## src/logic/dataflowPkg.sv

```systemverilog
package dataflowPkg;

  // Operand and result widths
  localparam int OPERAND_W = 16;
  localparam int SUM_W     = OPERAND_W + 1;
  localparam int PROD_W    = 2 * OPERAND_W;

  // Depth of the operand branch buffer beside the multiplier
  localparam int SIDE_FIFO_SLOTS = 4;

  // One input item with a on the upper half of the word
  typedef struct packed {
    logic [OPERAND_W-1:0] a;
    logic [OPERAND_W-1:0] b;
  } operandPair_t;

  // Combined result leaving the join
  typedef struct packed {
    logic [SUM_W-1:0]  sum;
    logic [PROD_W-1:0] prod;
  } kernelResult_t;

endpackage

```

## src/logic/elasticFifo.sv

```systemverilog
module elasticFifo #(
  parameter type payload_t = logic [31:0],
  parameter int  NUM_SLOTS = 2
) (
  input  logic     clk,
  input  logic     rst,
  input  payload_t inData,
  input  logic     inValid,
  output logic     inReady,
  output payload_t outData,
  output logic     outValid,
  input  logic     outReady
);

  // A single slot still keeps one pointer bit
  localparam int PTR_W = (NUM_SLOTS > 1) ? $clog2(NUM_SLOTS) : 1;

  payload_t             mem [NUM_SLOTS];
  logic [PTR_W-1:0]     head;
  logic [PTR_W-1:0]     tail;
  logic [PTR_W-1:0]     headNext;
  logic [PTR_W-1:0]     tailNext;
  logic                 full;
  logic                 empty;
  logic                 writeEn;
  logic                 readEn;

  // A full buffer still takes an item when the head leaves on the same edge
  assign inReady  = ~full | outReady;
  assign outValid = ~empty;
  assign outData  = mem[head];

  assign writeEn = inValid & inReady;
  assign readEn  = outReady & ~empty;

  // Pointers wrap at the slot count, which need not be a power of two
  assign headNext = (head == PTR_W'(NUM_SLOTS - 1)) ? '0 : head + 1'b1;
  assign tailNext = (tail == PTR_W'(NUM_SLOTS - 1)) ? '0 : tail + 1'b1;

  always_ff @(posedge clk) begin
    if (writeEn) begin
      mem[tail] <= inData;
    end
  end

  always_ff @(posedge clk) begin
    if (rst) begin
      head <= '0;
      tail <= '0;
    end else begin
      if (writeEn) begin
        tail <= tailNext;
      end
      if (readEn) begin
        head <= headNext;
      end
    end
  end

  // Flags only move when the buffer fills or drains but never on both
  always_ff @(posedge clk) begin
    if (rst) begin
      full  <= 1'b0;
      empty <= 1'b1;
    end else if (writeEn && !readEn) begin
      empty <= 1'b0;
      if (tailNext == head) begin
        full <= 1'b1;
      end
    end else if (readEn && !writeEn) begin
      full <= 1'b0;
      if (headNext == tail) begin
        empty <= 1'b1;
      end
    end
  end

endmodule

```

## src/logic/eagerFork.sv

```systemverilog
module eagerFork (
  input  logic                    clk,
  input  logic                    rst,
  input  dataflowPkg::operandPair_t inData,
  input  logic                    inValid,
  output logic                    inReady,
  output dataflowPkg::operandPair_t outData,
  output logic [1:0]              outValid,
  input  logic [1:0]              outReady
);

  // One bit per branch that has already taken the current item
  logic [1:0] sent;
  logic [1:0] done;
  logic [1:0] takeNow;

  // Both branches see the same payload
  assign outData = inData;

  assign outValid = {2{inValid}} & ~sent;
  assign takeNow  = outValid & outReady;

  // A branch is finished once it took the item earlier or takes it now
  assign done    = sent | outReady;
  assign inReady = &done;

  always_ff @(posedge clk) begin
    if (rst) begin
      sent <= 2'b00;
    end else if (inValid && inReady) begin
      // Item fully delivered so the next one starts fresh
      sent <= 2'b00;
    end else begin
      sent <= sent | takeNow;
    end
  end

endmodule

```

## src/logic/pipeMultiplier.sv

```systemverilog
module pipeMultiplier (
  input  logic                             clk,
  input  logic                             rst,
  input  dataflowPkg::operandPair_t        inData,
  input  logic                             inValid,
  output logic                             inReady,
  output logic [dataflowPkg::PROD_W-1:0]   outProd,
  output logic                             outValid,
  input  logic                             outReady
);

  // Stage 1 holds operands and stage 2 the product
  dataflowPkg::operandPair_t             s1Data;
  logic                                  s1Valid;
  logic [dataflowPkg::PROD_W-1:0]        s2Prod;
  logic                                  s2Valid;
  logic [dataflowPkg::PROD_W-1:0]        product;
  logic                                  advance;

  // Whole pipe moves as one, so latency never changes
  assign advance = ~s2Valid | outReady;
  assign inReady = advance;

  assign product = dataflowPkg::PROD_W'(s1Data.a) * dataflowPkg::PROD_W'(s1Data.b);

  assign outProd  = s2Prod;
  assign outValid = s2Valid;

  always_ff @(posedge clk) begin
    if (rst) begin
      s1Valid <= 1'b0;
      s2Valid <= 1'b0;
    end else if (advance) begin
      s1Valid <= inValid;
      s2Valid <= s1Valid;
    end
  end

  // Operands and product shift on the same advance as their valid bits
  always_ff @(posedge clk) begin
    if (advance) begin
      s1Data <= inData;
      s2Prod <= product;
    end
  end

endmodule

```

## src/logic/resultJoin.sv

```systemverilog
module resultJoin (
  input  logic                           clk,
  input  logic                           rst,
  input  dataflowPkg::operandPair_t      opData,
  input  logic                           opValid,
  output logic                           opReady,
  input  logic [dataflowPkg::PROD_W-1:0] prodData,
  input  logic                           prodValid,
  output logic                           prodReady,
  output dataflowPkg::kernelResult_t     outData,
  output logic                           outValid,
  input  logic                           outReady
);

  logic                          canLoad;
  logic                          fire;
  logic [dataflowPkg::SUM_W-1:0] sum;

  // Output register is free or drains this cycle
  assign canLoad = ~outValid | outReady;

  // Each side waits for its partner
  assign opReady   = prodValid & canLoad;
  assign prodReady = opValid & canLoad;
  assign fire      = opValid & prodValid & canLoad;

  assign sum = dataflowPkg::SUM_W'(opData.a) + dataflowPkg::SUM_W'(opData.b);

  always_ff @(posedge clk) begin
    if (rst) begin
      outValid <= 1'b0;
    end else if (fire) begin
      outValid <= 1'b1;
    end else if (outReady) begin
      outValid <= 1'b0;
    end
  end

  always_ff @(posedge clk) begin
    if (fire) begin
      outData.sum  <= sum;
      outData.prod <= prodData;
    end
  end

endmodule

```

## src/logic/dataflowKernel.sv

```systemverilog
module dataflowKernel (
  input  logic                       clk,
  input  logic                       rst,
  input  dataflowPkg::operandPair_t  inData,
  input  logic                       inValid,
  output logic                       inReady,
  output dataflowPkg::kernelResult_t outData,
  output logic                       outValid,
  input  logic                       outReady
);

  // Fork outputs with branch 0 to the FIFO and branch 1 to the multiplier
  dataflowPkg::operandPair_t      forkData;
  logic [1:0]                     forkValid;
  logic [1:0]                     forkReady;

  // Operand branch after the FIFO
  dataflowPkg::operandPair_t      sideData;
  logic                           sideValid;
  logic                           sideReady;

  // Product branch
  logic [dataflowPkg::PROD_W-1:0] prodData;
  logic                           prodValid;
  logic                           prodReady;

  eagerFork forkInst (
    .clk      (clk),
    .rst      (rst),
    .inData   (inData),
    .inValid  (inValid),
    .inReady  (inReady),
    .outData  (forkData),
    .outValid (forkValid),
    .outReady (forkReady)
  );

  elasticFifo #(
    .payload_t (dataflowPkg::operandPair_t),
    .NUM_SLOTS (dataflowPkg::SIDE_FIFO_SLOTS)
  ) sideFifo (
    .clk      (clk),
    .rst      (rst),
    .inData   (forkData),
    .inValid  (forkValid[0]),
    .inReady  (forkReady[0]),
    .outData  (sideData),
    .outValid (sideValid),
    .outReady (sideReady)
  );

  pipeMultiplier mulInst (
    .clk      (clk),
    .rst      (rst),
    .inData   (forkData),
    .inValid  (forkValid[1]),
    .inReady  (forkReady[1]),
    .outProd  (prodData),
    .outValid (prodValid),
    .outReady (prodReady)
  );

  resultJoin joinInst (
    .clk       (clk),
    .rst       (rst),
    .opData    (sideData),
    .opValid   (sideValid),
    .opReady   (sideReady),
    .prodData  (prodData),
    .prodValid (prodValid),
    .prodReady (prodReady),
    .outData   (outData),
    .outValid  (outValid),
    .outReady  (outReady)
  );

endmodule

```

## config.mk

```make
export PLATFORM = sky130hd
export DESIGN_NAME = dataflowKernel
export DESIGN_NICKNAME = d
export VERILOG_FILES = /design/src/logic/dataflowPkg.sv /design/src/logic/elasticFifo.sv /design/src/logic/eagerFork.sv /design/src/logic/pipeMultiplier.sv /design/src/logic/resultJoin.sv /design/src/logic/dataflowKernel.sv
export SDC_FILE = /design/constraint.sdc
export NUM_CORES = 1
export LEC_CHECK = 0
export BUFFER_PORTS_ARGS = -buffer_cell sky130_fd_sc_hd__buf_2
export CORE_MARGIN = 3
export CORE_UTILIZATION = 57
export CTS_CLUSTER_DIAMETER = 80
export CTS_CLUSTER_SIZE = 25
export DETAILED_ROUTE_END_ITERATION = 8
export GPL_TIMING_DRIVEN = 0
export MAX_ROUTING_LAYER = met4
export PLACE_DENSITY_LB_ADDON = 0.2
export RECOVER_POWER = 25
export SLEW_MARGIN = 15
export SYNTH_ARGS = -nofsm -noshare
export SYNTH_HDL_FRONTEND = slang
export SYNTH_SLANG_ARGS = --single-unit
```

## constraint.sdc

```tcl
create_clock -name clk -period 5.7 [get_ports clk]
set_clock_uncertainty 0.1 [all_clocks]
set_input_delay 1.14 -clock clk [delete_from_list [all_inputs] [get_ports clk]]
set_output_delay 1.14 -clock clk [all_outputs]
set_load 0.01 [all_outputs]
```

# Yosys cells after proc, flatten, opt, wreduce, memory -nomap -nowiden
# Memories as Yosys holds them, arrays and structs flattened. A register that Yosys moved wholly into a read port is not among the register bits.
# Index checks and enable logic that the tools add are counted.
dict set report op_classes {
  n_addsub 3
  n_mul 1
  n_eq_ne 5
  mux 14
  bitwise_logic 18
  n_reduce_logical 12
}
# op n
set op_table {}
lappend op_table {{$mul A16 B16 Y32} 1}
lappend op_table {{$add A16 B16 Y17} 1}
lappend op_table {{$mux W1} 10}
lappend op_table {{$mux W2} 4}
lappend op_table {{$and A1 B1 Y1} 6}
lappend op_table {{$reduce_and A2 Y1} 3}
lappend op_table {{$reduce_bool A2 Y1} 3}
lappend op_table {{$add A2 B1 Y2 const B} 2}
lappend op_table {{$and A2 B2 Y2} 2}
lappend op_table {{$eq A2 B2 Y1} 2}
lappend op_table {{$eq A2 B2 Y1 const B} 2}
lappend op_table {{$not A1 Y1} 4}
lappend op_table {{$or A2 B2 Y2} 2}
lappend op_table {{$logic_and A1 B1 Y1} 3}
lappend op_table {{$or A1 B1 Y1} 3}
lappend op_table {{$logic_not A1 Y1} 2}
lappend op_table {{$ne A2 B2 Y1 const B} 1}
lappend op_table {{$not A2 Y2} 1}
lappend op_table {{$reduce_or A2 Y1} 1}
dict set report word_totals {
  ff_bits 124
  mem_bits_rw 128
  input_bits 36
  out_inout_bits 51
  word_cells 67
  memories 1
}
# memory words width rd rd_ports_with_merged_regs wr line_no
set memory_table {}
lappend memory_table {sideFifo.mem 4 32 1 1 1 elasticFifo.sv:18} ;# payload_t mem [NUM_SLOTS];

# Longest topological paths before layout
dict set report depth {
  ltp_word 9
  depth_mapped 22
  mapped_depth_nobuf 20
}

# Modules after synthesis
# From an unflattened synthesis, not the netlist that was laid out.
dict set report unflattened {
  hier_cells 1487
  area_unflattened_um2 18310.1
}
# module n_inst cells_each area_each_um2 seq_area_each_um2
set by_module_without_submodules {}
lappend by_module_without_submodules {pipeMultiplier 1 1065 10573.9 1961.9}
lappend by_module_without_submodules {elasticFifo 1 220 5119.9 4003.8}
lappend by_module_without_submodules {resultJoin 1 159 2279.7 1491.4}
lappend by_module_without_submodules {eagerFork 1 43 336.6 40.0}

# Worst setup path before layout
# OpenSTA, ideal clock, no wires.
dict set report synth_timing {
  kind {register -> register}
  from {register mulInst.s1Data[1] (netlist name)}
  to {register mulInst.s2Prod, in the netlist mulInst.outProd[28], data pin}
  setup_ns 0.260
  arrival_time_ns 5.493
  required_ns 5.340
  setup_slack_ns -0.153
  path_stages_with_launch 20
  n_path_buf 1
  period_less_slack_ns 5.853
  cell_sequence {edfxtp_1 -> clkbuf_1 -> nand2_1 -> fa_1 -> fa_1 -> inv_1 -> fa_1 -> fa_1 -> fa_1 -> inv_1 -> fa_1 -> inv_1 -> ha_1 -> a21o_1 -> o21bai_4 -> a22oi_2 -> nand3b_2 -> o31a_1 -> a311oi_2 -> xnor2_1}
}
dict set report synth_via {
  elab_chain_cells 1
}
# element line_no
set synth_rtl {}
lappend synth_rtl {{start, declared} pipeMultiplier.sv:13} ;# dataflowPkg::operandPair_t s1Data;
lappend synth_rtl {{start signal, assigned} pipeMultiplier.sv:42} ;# s1Data <= inData;
lappend synth_rtl {{$mul A16 B16 Y32} pipeMultiplier.sv:24} ;# assign product = dataflowPkg::PROD_W'(s1Data.a) * dataflowPkg::PROD_W'(s1Data.b);
lappend synth_rtl {{net mulInst.product (one bit)} pipeMultiplier.sv:17} ;# logic [dataflowPkg::PROD_W-1:0] product;
lappend synth_rtl {{end signal, assigned} pipeMultiplier.sv:43} ;# s2Prod <= product;
lappend synth_rtl {{end, declared} pipeMultiplier.sv:15} ;# logic [dataflowPkg::PROD_W-1:0] s2Prod;
# The timed path passes the listed nets, and every way through them passes these cells.
# A chain may end at the register's enable or synchronous reset.

# Worst setup path in the final report
dict set report layout_timing {
  from {register mulInst.s1Data[6] (netlist name)}
  to {register mulInst.s2Prod, in the netlist mulInst.outProd[28], data pin}
}
# The elaborated chain is that of the path after synthesis.

==> flow_summary_export.csv <==
group,metric,value,unit
routing,avgRoutedWirePerCell,19.4,µm
routing,route.detailed.drc,0,
worst_setup_path,setup.worst_path.end_class,"flop",
die,die_x,183,µm
routing,vias,11358,
placement,gp_congestion,0.948,
layout,drive_above_1_share,18.9,%
worst_setup_path,critPathLaunch,"mulInst.s1Data[6]$_DFFE_PP_",
clocking,htree_levels,1,
worst_setup_path,cp-start-kind,"flop",
global_route,track_usage,24.7,%
logic_synthesis,synth-edff-count,241,
clocking,cts_max_path_buffers,3,
die,num_rows,64,
flow_run,cap_violations,0,
worst_setup_path,rrSetupSlack,-0.32,ns
logic_synthesis,ys_ff_latch,254,
worst_hold_path,hold_depth,0,
worst_setup_path,r2r-start,"mulInst.s1Data[6]$_DFFE_PP_",
global_route,grt-ovfl-total,0,
logic_synthesis,synth_cell_type_count,57,
global_route,antenna_found_initial,1,
routing,wl,39400,µm
placement,port_buffers,85,
placement,placed_cells,1926,
layout,ff_latch_area,7500,µm²
sta,finalCritPeriodShare,106,%
global_route,grt_max_degree,44,
routing,drt_iter0_drc,946,
logic_synthesis,avgSynthCellArea,12.4,µm²
sta,maxSlewViolCount,0,
die,dieArea,33500,µm²
routing,via_per_inst,5.60,
worst_setup_path,rr_worst_depth,21,
logic_synthesis,synth_nets,1797,
layout,nets,1981,
clocking,cts_buffers,17,
sta,hold_violations,0,
worst_setup_path,endpoint,"mulInst.outProd[28]$_DFFE_PP_",
global_route,grt_pass1_wl,62200,µm
sta,fmaxAchievable,0.166,GHz
worst_setup_path,required,5.88,ns
layout,post-route-cell-area,20700,µm²
logic_synthesis,synthesis.area,17900,µm²
logic_synthesis,seq_area_frac_synth,42.0,%
die,coreArea,30700,µm²
sta,tightest_slew,0.639,ns
outcome,violations,"setup timing",
layout,fillCellCount,2311,
worst_setup_path,r2r-end,"mulInst.outProd[28]$_DFFE_PP_",
placement,place_area,18900,µm²
layout,multi_input_area,9690,µm²
die,initial_core_util,58.1,%
worst_setup_path,worstSetupPathType,"flop to flop",
clocking,cts_root_buf,"clkbuf_16",
worst_setup_path,crit_fanout,3,
worst_setup_path,arrival,6.19,ns
routing,ant_nets,0,
die,dieHeight,183,µm
clocking,clock_sinks,254,
sta,rsz0062_at_grt,"true",
routing,drt-pass1-iter-count,5,
layout,final-instance-count-excl-fill,2030,
sta,finalCriticalPeriod,6.02,ns
global_route,grt_pass1_vias,11682,
die,ios,87,
logic_synthesis,async_reset_ff_share,0,%
logic_synthesis,syn_inst,1439,
worst_hold_path,hp-class,"flop to flop",
sta,max_slew_margin,57.4,%
sta,timing.final.ws_setup,-0.317,ns
clocking,clkLatencyLatePin,0.52,ns
clocking,tritoncts,"built",
sta,holdWs,0.321,ns
logic_synthesis,synth-main-ff-cell,"edfxtp_1",
placement,dp_hpwl,28600,µm
outcome,status,"finished with violations",
clocking,cts_hold_buf,0,
sta,setup_viol,14,
clocking,clk_pin_slew,0.09,ns
layout,syn2layout_area_growth,15.7,%
logic_synthesis,yosysWarnings,0,
## cells in the final DEF, fill, tap and decap left out, drive strengths merged, types with 3 or more instances in the layout
master / netlist / final
a31oi: 4 / 4
fa: 195 / 195
edfxtp: 241 / 241
xor2: 14 / 14
o21bai: 6 / 6
o21a: 9 / 9
a21o: 16 / 16
dfxtp: 13 / 13
ha: 127 / 127
nor2b: 6 / 6
nand2: 166 / 166
mux4: 32 / 32
a21oi: 45 / 45
nor2: 28 / 28
o31a: 3 / 3
nand2b: 7 / 7
xnor2: 29 / 29
or3: 3 / 3
o21ai: 28 / 28
and2: 121 / 121
nand3: 11 / 11
nand4: 3 / 3
nor4: 3 / 3
nor3: 6 / 6
clkbuf: 42 / 86
inv: 245 / 249
buf: 4 / 149
## per-layer routing
metal  track usage (%)  up-vias  share of wire [%]
met5                 -        -                  0
met4              5.94        0                2.5
met3              3.23       64                7.0
met2              40.9      348                 51
met1              33.1     5832                 40
li1                  -     5114                  -
## cell type report
type,count,area share (%)
Buffer,42,1.51
Clock inverter,5,0.424
Clock buffer,24,2.29
Multi-Input combinational cell,894,46.9
Antenna cell,1,0.0121
Sequential cell,254,36.3
Tap cell,396,2.40
Inverter,245,4.45
Timing Repair Buffer,169,5.75
## worst max-delay path, stage by stage, from the launching register on
cell and delay [ns]:
edfxtp_1 0.44, buf_6 0.17, buf_8 0.12, and2_1 0.14, fa_1 0.49, inv_2 0.04, fa_2 0.47, fa_1 0.51
inv_2 0.04, fa_1 0.50, fa_1 0.50, inv_1 0.05, fa_1 0.49, inv_2 0.05, ha_4 0.22, a21o_1 0.20
o21bai_4 0.18, a22oi_2 0.27, nand3b_4 0.14, o31a_1 0.30, a311oi_2 0.27, xnor2_1 0.09
## repair_timing
item	4_1_cts	5_1_grt
resized for setup	84	66
endpoints found under the setup margin	19	17
pin swaps	16	28
hold endpoints to repair	0	0
cloned	2	1
buffers inserted	54	22
## how the worst min path moves through the flow
| stage | from | endpoint | slack (ns) |
|---|---|---|---|
| 2_1_floorplan | mulInst.outProd[0]$_DFFE_PP_ | joinInst.outData[0]$_DFFE_PP_ | 0.30 |
| 3_3_place_gp | mulInst.outProd[11]$_DFFE_PP_ | joinInst.outData[11]$_DFFE_PP_ | 0.30 |
| 3_5_place_dp | mulInst.outProd[11]$_DFFE_PP_ | joinInst.outData[11]$_DFFE_PP_ | 0.30 |
| 4_1_cts | mulInst.outProd[11]$_DFFE_PP_ | joinInst.outData[11]$_DFFE_PP_ | 0.32 |
| 5_1_grt | mulInst.outProd[28]$_DFFE_PP_ | joinInst.outData[28]$_DFFE_PP_ | 0.33 |
| 6_report | mulInst.outProd[23]$_DFFE_PP_ | joinInst.outData[23]$_DFFE_PP_ | 0.32 |
## Yosys cell counts, types with 4 or more instances
library cell	number	area share (%)
nor2_1	28	0.59
mux4_2	32	4.0
nor2b_1	6	0.21
o21bai_1	5	0.21
clkbuf_1	42	0.88
nand3_1	10	0.28
fa_1	195	22
edfxtp_1	241	41
nand2_1	166	3.5
a31oi_1	4	0.14
and2_1	121	4.2
inv_1	245	5.1
xnor2_1	29	1.4
a21o_1	16	0.67
ha_1	127	8.9
o21ai_0	22	0.62
nand2b_1	7	0.25
o21ai_1	5	0.14
nor3_1	6	0.17
o21a_1	9	0.38
a21oi_1	44	1.2
dfxtp_1	13	1.5
xor2_1	14	0.69
## through the flow
stage | worst slack (ns) | util [%] | setup TNS, ns
2_1_floorplan | 0.00603 | - | 0
3_3_place_gp | -1.07 | 61.2 | -10.85
3_5_place_dp | -1.09 | 61.6 | -11.00
4_1_cts | -0.223 | 65.8 | -1.24
5_1_grt | -0.475 | 67.2 | -4.75
6_report | -0.317 | 67.2 | -2.45
## cells by family after synthesis
family | Yosys count | synth area share (%)
and+or+nand+nor | 361 | 9.92
adders and majority gates | 322 | 30.7
buffers and inverters | 291 | 6.14
DFF | 254 | 42.0
AOI/OAI and AO/OA | 134 | 4.97
xor gates and xnor gates | 43 | 2.11
muxes | 34 | 4.15
## sequential cells by signal, summed over array words and instances, names as in the netlist, 2 cells and up, named ones only
signal,flops
sideFifo.mem,128
mulInst.s1Data,32
joinInst.outData,49
sideFifo.head,2
sideFifo.tail,2
mulInst.outProd,32
forkInst.sent,2
Power is not shown: default switching activity piles up to over one toggle a cycle in this logic, so the estimate is an artifact.
